## config.mk

```make
export PLATFORM = sky130hd
export DESIGN_NAME = id_stage
export DESIGN_NICKNAME = d
export VERILOG_FILES = /design/src/hw/isa_pkg.sv /design/src/hw/pipe_pkg.sv /design/src/hw/branch_unit.sv /design/src/hw/id_ctrl.sv /design/src/hw/id_stage.sv /design/src/hw/inst_decoder.sv /design/src/hw/regfile.sv
export VERILOG_INCLUDE_DIRS = /design/src /design/src/hw
export SDC_FILE = /design/constraint.sdc
export NUM_CORES = 2
export LEC_CHECK = 0
export CAP_MARGIN = 25
export CORE_MARGIN = 2
export CORE_UTILIZATION = 29
export DETAILED_ROUTE_END_ITERATION = 16
export DONT_BUFFER_PORTS = 1
export GPL_ROUTABILITY_DRIVEN = 0
export PLACE_DENSITY = 0.46
export SYNTH_ARGS = -nofsm -noshare
export SYNTH_HDL_FRONTEND = slang
export SYNTH_HIERARCHICAL = 1
export SYNTH_SLANG_ARGS = --single-unit
```

## constraint.sdc

```tcl
create_clock -name clk -period 4.7 [get_ports clk]
set_clock_uncertainty 0.05 [all_clocks]
set_input_delay 0.235 -clock clk [delete_from_list [all_inputs] [get_ports clk]]
set_output_delay 0.235 -clock clk [all_outputs]
set_load 0.005 [all_outputs]
```

## src/hw/id_cfg.svh

```systemverilog
`ifndef ID_CFG_SVH
`define ID_CFG_SVH

// data path width
`define ID_DATA_W   32

// general purpose register file
`define ID_REG_N    32
`define ID_RADDR_W  5

// exception codes raised in decode
`define ID_EXC_ADEL 5'd4
`define ID_EXC_SYS  5'd8
`define ID_EXC_BP   5'd9

`endif

```

## src/hw/isa_pkg.sv

```systemverilog
`default_nettype none
`include "id_cfg.svh"

package isa_pkg;

    typedef logic [`ID_DATA_W-1:0]  word_t;
    typedef logic [`ID_RADDR_W-1:0] reg_addr_t;
    typedef logic [5:0]             opcode_t;
    typedef logic [5:0]             funct_t;
    typedef logic [4:0]             shamt_t;
    typedef logic [15:0]            imm_t;
    typedef logic [25:0]            jidx_t;
    typedef logic [4:0]             excode_t;

    // one-hot ALU operation
    typedef logic [11:0] alu_op_t;

    localparam int ALU_ADD  = 0;
    localparam int ALU_SUB  = 1;
    localparam int ALU_SLT  = 2;
    localparam int ALU_SLTU = 3;
    localparam int ALU_AND  = 4;
    localparam int ALU_NOR  = 5;
    localparam int ALU_OR   = 6;
    localparam int ALU_XOR  = 7;
    localparam int ALU_SLL  = 8;
    localparam int ALU_SRL  = 9;
    localparam int ALU_SRA  = 10;
    localparam int ALU_LUI  = 11;

    // branch class, at most one bit set
    typedef struct packed {
        logic beq;
        logic bne;
        // bgez and bgezal
        logic bgez;
        logic bgtz;
        logic blez;
        // bltz and bltzal
        logic bltz;
        // j and jal
        logic jimm;
        // jr and jalr
        logic jreg;
    } br_kind_t;

    // major opcodes
    localparam opcode_t OP_SPECIAL = 6'h00;
    localparam opcode_t OP_REGIMM  = 6'h01;
    localparam opcode_t OP_J       = 6'h02;
    localparam opcode_t OP_JAL     = 6'h03;
    localparam opcode_t OP_BEQ     = 6'h04;
    localparam opcode_t OP_BNE     = 6'h05;
    localparam opcode_t OP_BLEZ    = 6'h06;
    localparam opcode_t OP_BGTZ    = 6'h07;
    localparam opcode_t OP_ADDI    = 6'h08;
    localparam opcode_t OP_ADDIU   = 6'h09;
    localparam opcode_t OP_SLTI    = 6'h0a;
    localparam opcode_t OP_SLTIU   = 6'h0b;
    localparam opcode_t OP_ANDI    = 6'h0c;
    localparam opcode_t OP_ORI     = 6'h0d;
    localparam opcode_t OP_XORI    = 6'h0e;
    localparam opcode_t OP_LUI     = 6'h0f;
    localparam opcode_t OP_LB      = 6'h20;
    localparam opcode_t OP_LH      = 6'h21;
    localparam opcode_t OP_LW      = 6'h23;
    localparam opcode_t OP_LBU     = 6'h24;
    localparam opcode_t OP_LHU     = 6'h25;
    localparam opcode_t OP_SB      = 6'h28;
    localparam opcode_t OP_SH      = 6'h29;
    localparam opcode_t OP_SW      = 6'h2b;

    // function field of OP_SPECIAL
    localparam funct_t FN_SLL     = 6'h00;
    localparam funct_t FN_SRL     = 6'h02;
    localparam funct_t FN_SRA     = 6'h03;
    localparam funct_t FN_SLLV    = 6'h04;
    localparam funct_t FN_SRLV    = 6'h06;
    localparam funct_t FN_SRAV    = 6'h07;
    localparam funct_t FN_JR      = 6'h08;
    localparam funct_t FN_JALR    = 6'h09;
    localparam funct_t FN_SYSCALL = 6'h0c;
    localparam funct_t FN_BREAK   = 6'h0d;
    localparam funct_t FN_ADD     = 6'h20;
    localparam funct_t FN_ADDU    = 6'h21;
    localparam funct_t FN_SUB     = 6'h22;
    localparam funct_t FN_SUBU    = 6'h23;
    localparam funct_t FN_AND     = 6'h24;
    localparam funct_t FN_OR      = 6'h25;
    localparam funct_t FN_XOR     = 6'h26;
    localparam funct_t FN_NOR     = 6'h27;
    localparam funct_t FN_SLT     = 6'h2a;
    localparam funct_t FN_SLTU    = 6'h2b;

    // rt field of OP_REGIMM
    localparam reg_addr_t RT_BLTZ   = 5'h00;
    localparam reg_addr_t RT_BGEZ   = 5'h01;
    localparam reg_addr_t RT_BLTZAL = 5'h10;
    localparam reg_addr_t RT_BGEZAL = 5'h11;

endpackage

`default_nettype wire

```

## src/hw/pipe_pkg.sv

```systemverilog
`default_nettype none

package pipe_pkg;

    import isa_pkg::*;

    // fetch to decode
    typedef struct packed {
        word_t pc;
        word_t inst;
        logic  fetch_err;
    } fs_bundle_t;

    // decoder result, everything except the operands and pc
    typedef struct packed {
        alu_op_t   alu_op;
        logic      src1_is_sa;
        logic      src1_is_pc;
        logic      src2_is_simm;
        logic      src2_is_uimm;
        logic      src2_is_8;
        logic      ld_w;
        logic      ld_h;
        logic      ld_b;
        logic      ld_sign;
        logic      st_w;
        logic      st_h;
        logic      st_b;
        logic      gr_we;
        reg_addr_t dest;
        imm_t      imm;
        logic      exc;
        excode_t   excode;
        logic      signed_op;
    } ds_ctrl_t;

    // decode to execute
    typedef struct packed {
        ds_ctrl_t ctrl;
        word_t    rs_value;
        word_t    rt_value;
        word_t    pc;
    } ds_bundle_t;

    // decode to fetch
    typedef struct packed {
        logic  taken;
        word_t target;
    } br_bundle_t;

    // writeback to register file
    typedef struct packed {
        logic      we;
        reg_addr_t waddr;
        word_t     wdata;
    } wb_bundle_t;

endpackage

`default_nettype wire

```

## src/hw/branch_unit.sv

```systemverilog
`timescale 1ns/100ps
`default_nettype none

module branch_unit
    import isa_pkg::*;
    import pipe_pkg::*;
(
    input  br_kind_t   br_kind,
    input  word_t      rs_value,
    input  word_t      rt_value,
    input  imm_t       imm,
    input  jidx_t      jidx,
    input  word_t      pc,
    input  logic       valid,
    output br_bundle_t br
);

    word_t slot_pc;
    word_t br_offset;
    logic  rs_eq_rt;
    logic  rs_eq_zero;
    logic  rs_neg;
    logic  cond_br;
    logic  cond_met;

    // targets are relative to the delay slot
    assign slot_pc   = pc + 32'd4;
    assign br_offset = {{14{imm[15]}}, imm, 2'b00};

    assign rs_eq_rt   = (rs_value == rt_value);
    assign rs_eq_zero = (rs_value == '0);
    assign rs_neg     = rs_value[31];

    assign cond_br = br_kind.beq | br_kind.bne | br_kind.bgez
                   | br_kind.bgtz | br_kind.blez | br_kind.bltz;

    assign cond_met = (br_kind.beq  &  rs_eq_rt)
                    | (br_kind.bne  & ~rs_eq_rt)
                    | (br_kind.bgez & ~rs_neg)
                    | (br_kind.bgtz & ~rs_neg & ~rs_eq_zero)
                    | (br_kind.blez & (rs_neg | rs_eq_zero))
                    | (br_kind.bltz &  rs_neg);

    always_comb begin
        br.taken = valid & (cond_met | br_kind.jimm | br_kind.jreg);
        if (cond_br) begin
            br.target = slot_pc + br_offset;
        end else if (br_kind.jreg) begin
            br.target = rs_value;
        end else begin
            // region of the delay slot
            br.target = {slot_pc[31:28], jidx, 2'b00};
        end
    end

endmodule

`default_nettype wire

```

## src/hw/id_ctrl.sv

```systemverilog
`timescale 1ns/100ps
`default_nettype none

module id_ctrl
    import pipe_pkg::*;
(
    input  logic       clk,
    input  logic       rst_n,
    input  logic       fs_valid,
    input  fs_bundle_t fs_bundle,
    input  logic       es_allowin,
    input  logic       stall,
    input  logic       flush,
    output logic       ds_allowin,
    output logic       ds_valid,
    output logic       ds_valid_out,
    output fs_bundle_t held
);

    logic ready_go;
    logic accept;

    // hazard unit holds the item while stall is high
    assign ready_go = ~stall;

    // empty, or the held item leaves this cycle
    assign ds_allowin   = ~ds_valid | (ready_go & es_allowin);
    assign ds_valid_out = ds_valid & ready_go;

    // a flush edge takes nothing in
    assign accept = fs_valid & ds_allowin & ~flush;

    always_ff @(posedge clk or negedge rst_n) begin
        if (!rst_n) begin
            ds_valid <= 1'b0;
        end else if (flush) begin
            ds_valid <= 1'b0;
        end else if (ds_allowin) begin
            ds_valid <= fs_valid;
        end
    end

    // pc, instruction and fetch error of the item in decode
    always_ff @(posedge clk) begin
        if (accept) begin
            held <= fs_bundle;
        end
    end

endmodule

`default_nettype wire

```

## src/hw/id_stage.sv

```systemverilog
`timescale 1ns/100ps
`default_nettype none

module id_stage
    import isa_pkg::*;
    import pipe_pkg::*;
(
    input  logic       clk,
    input  logic       rst_n,
    input  logic       fs_valid,
    input  fs_bundle_t fs_bundle,
    input  logic       es_allowin,
    input  logic       stall,
    input  logic       flush,
    input  wb_bundle_t wb,
    output logic       ds_allowin,
    output logic       ds_valid_out,
    output ds_bundle_t ds_bundle,
    output br_bundle_t br
);

    // occupancy, independent of stall
    logic       ds_valid;
    fs_bundle_t held;
    reg_addr_t  rs;
    reg_addr_t  rt;
    ds_ctrl_t   ctrl;
    br_kind_t   br_kind;
    word_t      rs_value;
    word_t      rt_value;

    id_ctrl ctrl_i (
        .clk          (clk),
        .rst_n        (rst_n),
        .fs_valid     (fs_valid),
        .fs_bundle    (fs_bundle),
        .es_allowin   (es_allowin),
        .stall        (stall),
        .flush        (flush),
        .ds_allowin   (ds_allowin),
        .ds_valid     (ds_valid),
        .ds_valid_out (ds_valid_out),
        .held         (held)
    );

    inst_decoder dec_i (
        .inst      (held.inst),
        .pc        (held.pc),
        .fetch_err (held.fetch_err),
        .rs        (rs),
        .rt        (rt),
        .ctrl      (ctrl),
        .br_kind   (br_kind)
    );

    regfile rf_i (
        .clk    (clk),
        .rst_n  (rst_n),
        .raddr1 (rs),
        .raddr2 (rt),
        .wb     (wb),
        .rdata1 (rs_value),
        .rdata2 (rt_value)
    );

    // operands may be stale under a hazard stall, so resolve only when leaving
    branch_unit br_i (
        .br_kind  (br_kind),
        .rs_value (rs_value),
        .rt_value (rt_value),
        .imm      (ctrl.imm),
        .jidx     (held.inst[25:0]),
        .pc       (held.pc),
        .valid    (ds_valid_out),
        .br       (br)
    );

    assign ds_bundle = '{
        ctrl:     ctrl,
        rs_value: rs_value,
        rt_value: rt_value,
        pc:       held.pc
    };

endmodule

`default_nettype wire

```

## src/hw/inst_decoder.sv

```systemverilog
`timescale 1ns/100ps
`default_nettype none
`include "id_cfg.svh"

module inst_decoder
    import isa_pkg::*;
    import pipe_pkg::*;
(
    input  word_t     inst,
    input  word_t     pc,
    input  logic      fetch_err,
    output reg_addr_t rs,
    output reg_addr_t rt,
    output ds_ctrl_t  ctrl,
    output br_kind_t  br_kind
);

    opcode_t   op;
    reg_addr_t rd;
    shamt_t    sa;
    funct_t    func;
    logic      special;
    logic      r_alu;
    logic      adel;

    logic inst_add, inst_addu, inst_sub, inst_subu;
    logic inst_slt, inst_sltu, inst_and, inst_or, inst_xor, inst_nor;
    logic inst_sll, inst_srl, inst_sra, inst_sllv, inst_srlv, inst_srav;
    logic inst_addi, inst_addiu, inst_slti, inst_sltiu;
    logic inst_andi, inst_ori, inst_xori, inst_lui;
    logic inst_lw, inst_lh, inst_lhu, inst_lb, inst_lbu;
    logic inst_sw, inst_sh, inst_sb;
    logic inst_beq, inst_bne, inst_bgez, inst_bgtz, inst_blez, inst_bltz;
    logic inst_bgezal, inst_bltzal, inst_j, inst_jal, inst_jr, inst_jalr;
    logic inst_syscall, inst_break, inst_nop;
    logic is_load, is_store, link, dst_is_rt;

    assign op   = inst[31:26];
    assign rs   = inst[25:21];
    assign rt   = inst[20:16];
    assign rd   = inst[15:11];
    assign sa   = inst[10:6];
    assign func = inst[5:0];

    assign special = (op == OP_SPECIAL);
    // register ALU forms require a zero shift field
    assign r_alu   = special & (sa == '0);

    assign inst_add  = r_alu & (func == FN_ADD);
    assign inst_addu = r_alu & (func == FN_ADDU);
    assign inst_sub  = r_alu & (func == FN_SUB);
    assign inst_subu = r_alu & (func == FN_SUBU);
    assign inst_slt  = r_alu & (func == FN_SLT);
    assign inst_sltu = r_alu & (func == FN_SLTU);
    assign inst_and  = r_alu & (func == FN_AND);
    assign inst_or   = r_alu & (func == FN_OR);
    assign inst_xor  = r_alu & (func == FN_XOR);
    assign inst_nor  = r_alu & (func == FN_NOR);
    assign inst_sllv = r_alu & (func == FN_SLLV);
    assign inst_srlv = r_alu & (func == FN_SRLV);
    assign inst_srav = r_alu & (func == FN_SRAV);

    // immediate shifts, rs must be zero
    assign inst_sll = special & (rs == '0) & (func == FN_SLL);
    assign inst_srl = special & (rs == '0) & (func == FN_SRL);
    assign inst_sra = special & (rs == '0) & (func == FN_SRA);

    assign inst_addi  = (op == OP_ADDI);
    assign inst_addiu = (op == OP_ADDIU);
    assign inst_slti  = (op == OP_SLTI);
    assign inst_sltiu = (op == OP_SLTIU);
    assign inst_andi  = (op == OP_ANDI);
    assign inst_ori   = (op == OP_ORI);
    assign inst_xori  = (op == OP_XORI);
    assign inst_lui   = (op == OP_LUI) & (rs == '0);

    assign inst_lw  = (op == OP_LW);
    assign inst_lh  = (op == OP_LH);
    assign inst_lhu = (op == OP_LHU);
    assign inst_lb  = (op == OP_LB);
    assign inst_lbu = (op == OP_LBU);
    assign inst_sw  = (op == OP_SW);
    assign inst_sh  = (op == OP_SH);
    assign inst_sb  = (op == OP_SB);

    assign inst_beq    = (op == OP_BEQ);
    assign inst_bne    = (op == OP_BNE);
    assign inst_bgtz   = (op == OP_BGTZ) & (rt == '0);
    assign inst_blez   = (op == OP_BLEZ) & (rt == '0);
    assign inst_bgez   = (op == OP_REGIMM) & (rt == RT_BGEZ);
    assign inst_bltz   = (op == OP_REGIMM) & (rt == RT_BLTZ);
    assign inst_bgezal = (op == OP_REGIMM) & (rt == RT_BGEZAL);
    assign inst_bltzal = (op == OP_REGIMM) & (rt == RT_BLTZAL);
    assign inst_j      = (op == OP_J);
    assign inst_jal    = (op == OP_JAL);
    assign inst_jr     = special & (func == FN_JR) & (rt == '0) & (rd == '0) & (sa == '0);
    assign inst_jalr   = special & (func == FN_JALR) & (rt == '0) & (sa == '0);

    assign inst_syscall = special & (func == FN_SYSCALL);
    assign inst_break   = special & (func == FN_BREAK);
    assign inst_nop     = (inst == '0);

    assign is_load   = inst_lw | inst_lh | inst_lhu | inst_lb | inst_lbu;
    assign is_store  = inst_sw | inst_sh | inst_sb;
    // link forms write pc + 8
    assign link      = inst_jal | inst_jalr | inst_bgezal | inst_bltzal;
    assign dst_is_rt = inst_addi | inst_addiu | inst_slti | inst_sltiu | inst_andi
                     | inst_ori | inst_xori | inst_lui | is_load;

    // misaligned pc is an address error as well
    assign adel = fetch_err | (pc[1:0] != 2'b00);

    always_comb begin
        ctrl = '0;
        ctrl.alu_op[ALU_ADD]  = inst_add | inst_addu | inst_addi | inst_addiu
                              | is_load | is_store | link;
        ctrl.alu_op[ALU_SUB]  = inst_sub | inst_subu;
        ctrl.alu_op[ALU_SLT]  = inst_slt | inst_slti;
        ctrl.alu_op[ALU_SLTU] = inst_sltu | inst_sltiu;
        ctrl.alu_op[ALU_AND]  = inst_and | inst_andi;
        ctrl.alu_op[ALU_NOR]  = inst_nor;
        ctrl.alu_op[ALU_OR]   = inst_or | inst_ori;
        ctrl.alu_op[ALU_XOR]  = inst_xor | inst_xori;
        ctrl.alu_op[ALU_SLL]  = inst_sll | inst_sllv;
        ctrl.alu_op[ALU_SRL]  = inst_srl | inst_srlv;
        ctrl.alu_op[ALU_SRA]  = inst_sra | inst_srav;
        ctrl.alu_op[ALU_LUI]  = inst_lui;

        ctrl.src1_is_sa   = inst_sll | inst_srl | inst_sra;
        ctrl.src1_is_pc   = link;
        ctrl.src2_is_simm = inst_addi | inst_addiu | inst_slti | inst_sltiu | inst_lui
                          | is_load | is_store;
        ctrl.src2_is_uimm = inst_andi | inst_ori | inst_xori;
        ctrl.src2_is_8    = link;

        ctrl.ld_w    = inst_lw;
        ctrl.ld_h    = inst_lh | inst_lhu;
        ctrl.ld_b    = inst_lb | inst_lbu;
        ctrl.ld_sign = inst_lh | inst_lb;
        ctrl.st_w    = inst_sw;
        ctrl.st_h    = inst_sh;
        ctrl.st_b    = inst_sb;

        ctrl.gr_we = ~(is_store | inst_beq | inst_bne | inst_bgez | inst_bgtz | inst_blez
                     | inst_bltz | inst_j | inst_jr | inst_syscall | inst_break | inst_nop);

        if (inst_jal | inst_bgezal | inst_bltzal) begin
            ctrl.dest = 5'd31;
        end else if (dst_is_rt) begin
            ctrl.dest = rt;
        end else begin
            ctrl.dest = rd;
        end
        ctrl.imm       = inst[15:0];
        ctrl.signed_op = ~(inst_addu | inst_subu | inst_addiu);

        // fetch error wins over break, break over syscall
        ctrl.exc = adel | inst_break | inst_syscall;
        if (adel) begin
            ctrl.excode = `ID_EXC_ADEL;
        end else if (inst_break) begin
            ctrl.excode = `ID_EXC_BP;
        end else if (inst_syscall) begin
            ctrl.excode = `ID_EXC_SYS;
        end
    end

    always_comb begin
        br_kind.beq  = inst_beq;
        br_kind.bne  = inst_bne;
        br_kind.bgez = inst_bgez | inst_bgezal;
        br_kind.bgtz = inst_bgtz;
        br_kind.blez = inst_blez;
        br_kind.bltz = inst_bltz | inst_bltzal;
        br_kind.jimm = inst_j | inst_jal;
        br_kind.jreg = inst_jr | inst_jalr;
    end

endmodule

`default_nettype wire

```

## src/hw/regfile.sv

```systemverilog
`timescale 1ns/100ps
`default_nettype none
`include "id_cfg.svh"

module regfile
    import isa_pkg::*;
    import pipe_pkg::*;
(
    input  logic       clk,
    input  logic       rst_n,
    input  reg_addr_t  raddr1,
    input  reg_addr_t  raddr2,
    input  wb_bundle_t wb,
    output word_t      rdata1,
    output word_t      rdata2
);

    word_t rf [`ID_REG_N];

    // r0 is never written
    always_ff @(posedge clk or negedge rst_n) begin
        if (!rst_n) begin
            for (int i = 0; i < `ID_REG_N; i++) begin
                rf[i] <= '0;
            end
        end else if (wb.we && (wb.waddr != '0)) begin
            rf[wb.waddr] <= wb.wdata;
        end
    end

    // reads see the array before this edge's write
    assign rdata1 = (raddr1 == '0) ? '0 : rf[raddr1];
    assign rdata2 = (raddr2 == '0) ? '0 : rf[raddr2];

endmodule

`default_nettype wire

```

-- Yosys cells after proc, flatten, opt, wreduce, memory -nomap -nowiden
Index checks and enable logic that the tools add are counted.
- add/sub/neg operators: 2
- $mul: 0
- divide/modulo/power cells: 0
- order comparisons: 4
- eq/ne operators: 46
- shift-type cells: 0
- muxes and demuxes: 20
- bitwise logic cells: 135
- reductions and logical operators: 13
- operators with widths (kind ; number):
    $bwmux W1024 ; 1
    $bmux W32 S5 ; 2
    $mux W32 ; 9
    $demux W32 S5 ; 1
    $eq A6 B6 Y1 const B ; 18
    $or A1 B1 Y1 ; 78
    $eq A6 B4 Y1 const B ; 12
    $logic_not A32 Y1 ; 2
    $and A1 B1 Y1 ; 46
    $eq A6 B3 Y1 const B ; 7
    $add A32 B3 Y32 const B ; 1
    $add A32 B32 Y32 ; 1
    $eq A32 B32 Y1 ; 1
    $eq A6 B2 Y1 const B ; 4
    $logic_not A5 Y1 ; 4
    $mux W5 ; 4
    $ge A6 B6 Y1 const B ; 3
    $not A5 Y6 ; 3
    $logic_not A6 Y1 ; 2
    $eq A5 B5 Y1 const B ; 2
    $not A1 Y1 ; 8
    $eq A6 B1 Y1 const B ; 1
    $lt A6 B1 Y1 const B ; 1
    $eq A5 B1 Y1 const B ; 1
    other kinds (5) ; 8
- flip-flop bits (word level): 1090
- bits in latches: 0
- bits in writable memories: 0
- bits in read-only memories: 0
- input port bits: 109
- output and inout port bits: 184
- word-level logic and storage cells: 256
- memories: 0

-- Logic depth before layout (Yosys ltp)
- depth after elaboration: 16
- mapped depth: 16
- depth with buffers taken out: 15

-- Cells and area by module
Netlist, hierarchy kept.
- modules (own cells, without submodules) (module ; instances ; cells an instance ; area each (sq um) ; sequential area each (sq um)):
    regfile ; 1 ; 3667 ; 54478.5 ; 25624.6
    branch_unit ; 1 ; 472 ; 3362.0 ; 0.0
    id_ctrl ; 1 ; 74 ; 2024.4 ; 1976.9
    inst_decoder ; 1 ; 187 ; 1183.6 ; 0.0

-- Worst setup path before layout
Ideal clock, no wire load.
- path type: input-to-reg
- from: input stall
- to: register ctrl_i/held[0] (netlist name)
- library setup time: 0.509 ns
- arrival: 3.569 ns
- required time: 4.141 ns
- path slack: 0.572 ns
- stages on the path: 2
- path buffers: 0
- path through: nand2b_1 -> a21oi_1
- word-level cells in the longest chain between the ends: 5
- RTL lines (element ; line ; source):
    start: declaration ; id_stage.sv:13 ; input logic stall,
    $not A1 Y1 ; id_ctrl.sv:24 ; assign ready_go = ~stall;
    $and A1 B1 Y1 ; id_ctrl.sv:27 ; assign ds_allowin = ~ds_valid | (ready_go & es_allowin);
    $or A1 B1 Y1 ; id_ctrl.sv:27 ;
    $and A1 B1 Y1 (2 in a row) ; id_ctrl.sv:31 ; assign accept = fs_valid & ds_allowin & ~flush;
    net ctrl_i.accept ; id_ctrl.sv:21 ; logic accept;
The timed path passes the listed nets, and every way through them passes these cells.
A chain may end at the register's enable or synchronous reset.

==> flow_metrics.tcl <==
set metrics [dict create \
    status "finished, violations left" \
    violations "setup timing" \
    cts_tree "built" \
    timing.final.crit_share_pct 106 \
    slew_headroom_pct 13.3 \
    area_delta_synth_final_pct 23.4 \
    worst_slack_ns -0.296 \
    grt_pass1_vias 44000 \
    placed_area_um2 65900 \
    post-route-min-period_ns 5.00 \
    portBuffers 0 \
    final_cell_area_um2 75400 \
    fin_cells 7554 \
    path_clk_slew_ns 0.06 \
    yosysSeqAreaShare_pct 45.2 \
    fillers 20100 \
    place_ws_ns -0.283 \
    setup_violations 1 \
    utilization_pct 36.0 \
    antenna_found_initial 24 \
    clk_latency_ns 0.77 \
    rsz0062_at_grt "true" \
    dieArea_um2 214000 \
    cts.sinks 1090 \
    peakVddDrop_mv 0.388 \
    grt_pass1_wl_um 350000 \
    worstPathRequired_ns 4.41 \
    yosysWarnings 6 \
    htreeDepth 4 \
    synth_area_um2 61000 \
    grt_use_total_pct 22.6 \
    cp_slowest_stage_delay_ns 0.58 \
    synth_cell_types 85 \
    hold_ws_ns 0.0369 \
    drv_slew 0 \
    routed_wl_um 248000 \
    endpoint_kind "output pin" \
    dp_hpwl_um 154000 \
    grt_max_degree 268 \
    rows 168 \
    path_cells "buf_6, clkbuf_16, buf_4, and2_2, buf_4, buf_4, a22oi_1, a21oi_1, nor4_2, xnor2_1, nand4_1, nor4_2, buf_4, nand2_4, mux2i_2, a31oi_4, buf_6" \
    cts_buffer_depth 3 \
    regArea_um2 27600 \
    hp-class "in -> reg" \
    dr_total_vias 42700 \
    synth_flop_cell "dfrtp_1" \
    drive_gt1_share_pct 49.1 \
    hold_viol 0 \
    setup_tns_ns -0.296 \
    cpMostUsedCell "buf_4" \
    tightest_slew_ns 1.30 \
    dieWidth_um 463 \
    synth_async_sr_flop_share_pct 94.0 \
    final_common_cell "mux2_2" \
    drtIter0Drc 3575 \
    core_area_um2 209000 \
    cp_max_fo 11 \
    worstSetupPathType "reg -> out" \
    ant_nets 0 \
    reg2regPathDepth 2 \
    arrival_ns 4.71 \
    initial_utilization_pct 29.2 \
    globalRouteOverflowTotal 0 \
    dr.pass1.iters 6 \
    worst_path_max_delay_cell "nor4_2" \
    layout_common_cells "mux2_2 (1028), dfrtp_1 (1025), mux4_2 (404), mux2i_1 (285), buf_4 (280)" \
    hold_depth 1 \
    multiInputGateArea_um2 32600 \
    ys_ff_latch 1090 \
    max_freq_ghz 0.200 \
    place_inst 7021 \
    power_density_nw_per_um2 393 \
    p_total_mw 29.6 \
    wire_per_inst_um 32.8 \
    die_y_um 463 \
    clock-root-buffer "clkbuf_16" \
    fin_nets 4784 \
    syn_avg_cell_area_um2 13.9 \
    syn_inst 4400 \
    synth_edf_count 65 \
    post_drt_via_cell_ratio 5.65 \
    io_pins 293 \
    drt_drc_violations_left 0 \
    leakage_nw 31.4 \
    max_cap_viol_count 0 \
    cts_buffers 135 \
    critPathLaunchType "flop" \
]
## what timing repair did
item	CTS	global route
hold buffers	175	0
cloned	12	3
setup buffers	52	25
pin swaps	51	49
setup endpoints to repair	21	23
resized for setup	190	90
hold endpoints to repair	1636	0
## path summary, 6_finish.rpt
path | start | slack [ns] | endpoint
max | ctrl_i/held[18] | -0.30 | br[32]
max reg2reg | ctrl_i/ds_valid | 2.87 | ctrl_i/held[0]
min | fs_bundle[64] | 0.04 | ctrl_i/held[64]
min in group asynchronous | rst_n | 0.07 | rf_i/rf[179]
max in group asynchronous | rst_n | 2.20 | rf_i/rf[752]
min reg2reg | rf_i/rf[1020] | 0.35 | rf_i/rf[1020]
## metal layers
layer | vias to the layer above | part of all wire [%] | GRT usage [%]
met2 | 1670 | 47 | 36.3
met3 | 428 | 6.2 | 4.32
met1 | 23200 | 43 | 30.6
li1 | 17400 | - | -
met5 | - | 0.021 | 0
met4 | 8 | 3.7 | 7.61
## state kept, by name, indices dropped and copies added (netlist names)
register / cells
ctrl_i/held: 65
ctrl_i/ds_valid: 1
rf_i/rf: 1024
## cells by family (layout without fill, tap and decap cells)
family	after synthesis	in the layout	synth area share, %
xor gates and xnor gates	88	88	1.26
other	1	9	0.00614
AOI/OAI and AO/OA	470	470	5.67
muxes	1732	1732	38.8
DFF	1090	1090	45.2
adders and majority gates	36	36	0.750
buffers and inverters	518	858	4.21
and+or+nand+nor	465	466	4.09
## final cells by class
| type | count | area share, % |
|---|---|---|
| Antenna cell | 7 | 0.0232 |
| Tap cell | 2805 | 4.66 |
| Inverter | 19 | 0.0946 |
| Multi-Input combinational cell | 2794 | 43.3 |
| Sequential cell | 1090 | 36.6 |
| Timing Repair Buffer | 599 | 9.35 |
| Clock inverter | 36 | 0.701 |
| Clock buffer | 204 | 5.26 |
## power by group
part | switching [mW] | total [mW] | internal (mW)
Clock | 4.40 | 10.7 | 6.30
Sequential | 1.41 | 12.6 | 11.2
Combinational | 2.71 | 6.33 | 3.62
Total | 8.51 | 29.6 | 21.1
## synth_stat cells, drive strengths merged (54+ instances only)
library cell | number | area (µm²)
clkbuf | 247 | 932
xnor2 | 69 | 604
nor3 | 66 | 335
a21oi | 68 | 352
a211oi | 63 | 503
buf | 252 | 1570
a22o | 54 | 473
a22oi | 67 | 503
edfxtp | 65 | 1950
nor2b | 56 | 350
mux4 | 404 | 9100
nor2 | 66 | 255
mux2i | 294 | 2940
mux2 | 1034 | 11600
dfrtp | 1025 | 25600
nand2 | 83 | 312
## worst max-delay path, delay by kind of cell (launching register included)
| family | cells | cell delay (ns) |
|---|---|---|
| compound gates | 3 | 0.52 |
| xor+xnor | 1 | 0.19 |
| buf+inv | 7 | 1.23 |
| flops | 1 | 0.43 |
| mux | 1 | 0.17 |
| simple gates | 5 | 1.36 |
Power figures use the tool's default switching activity.
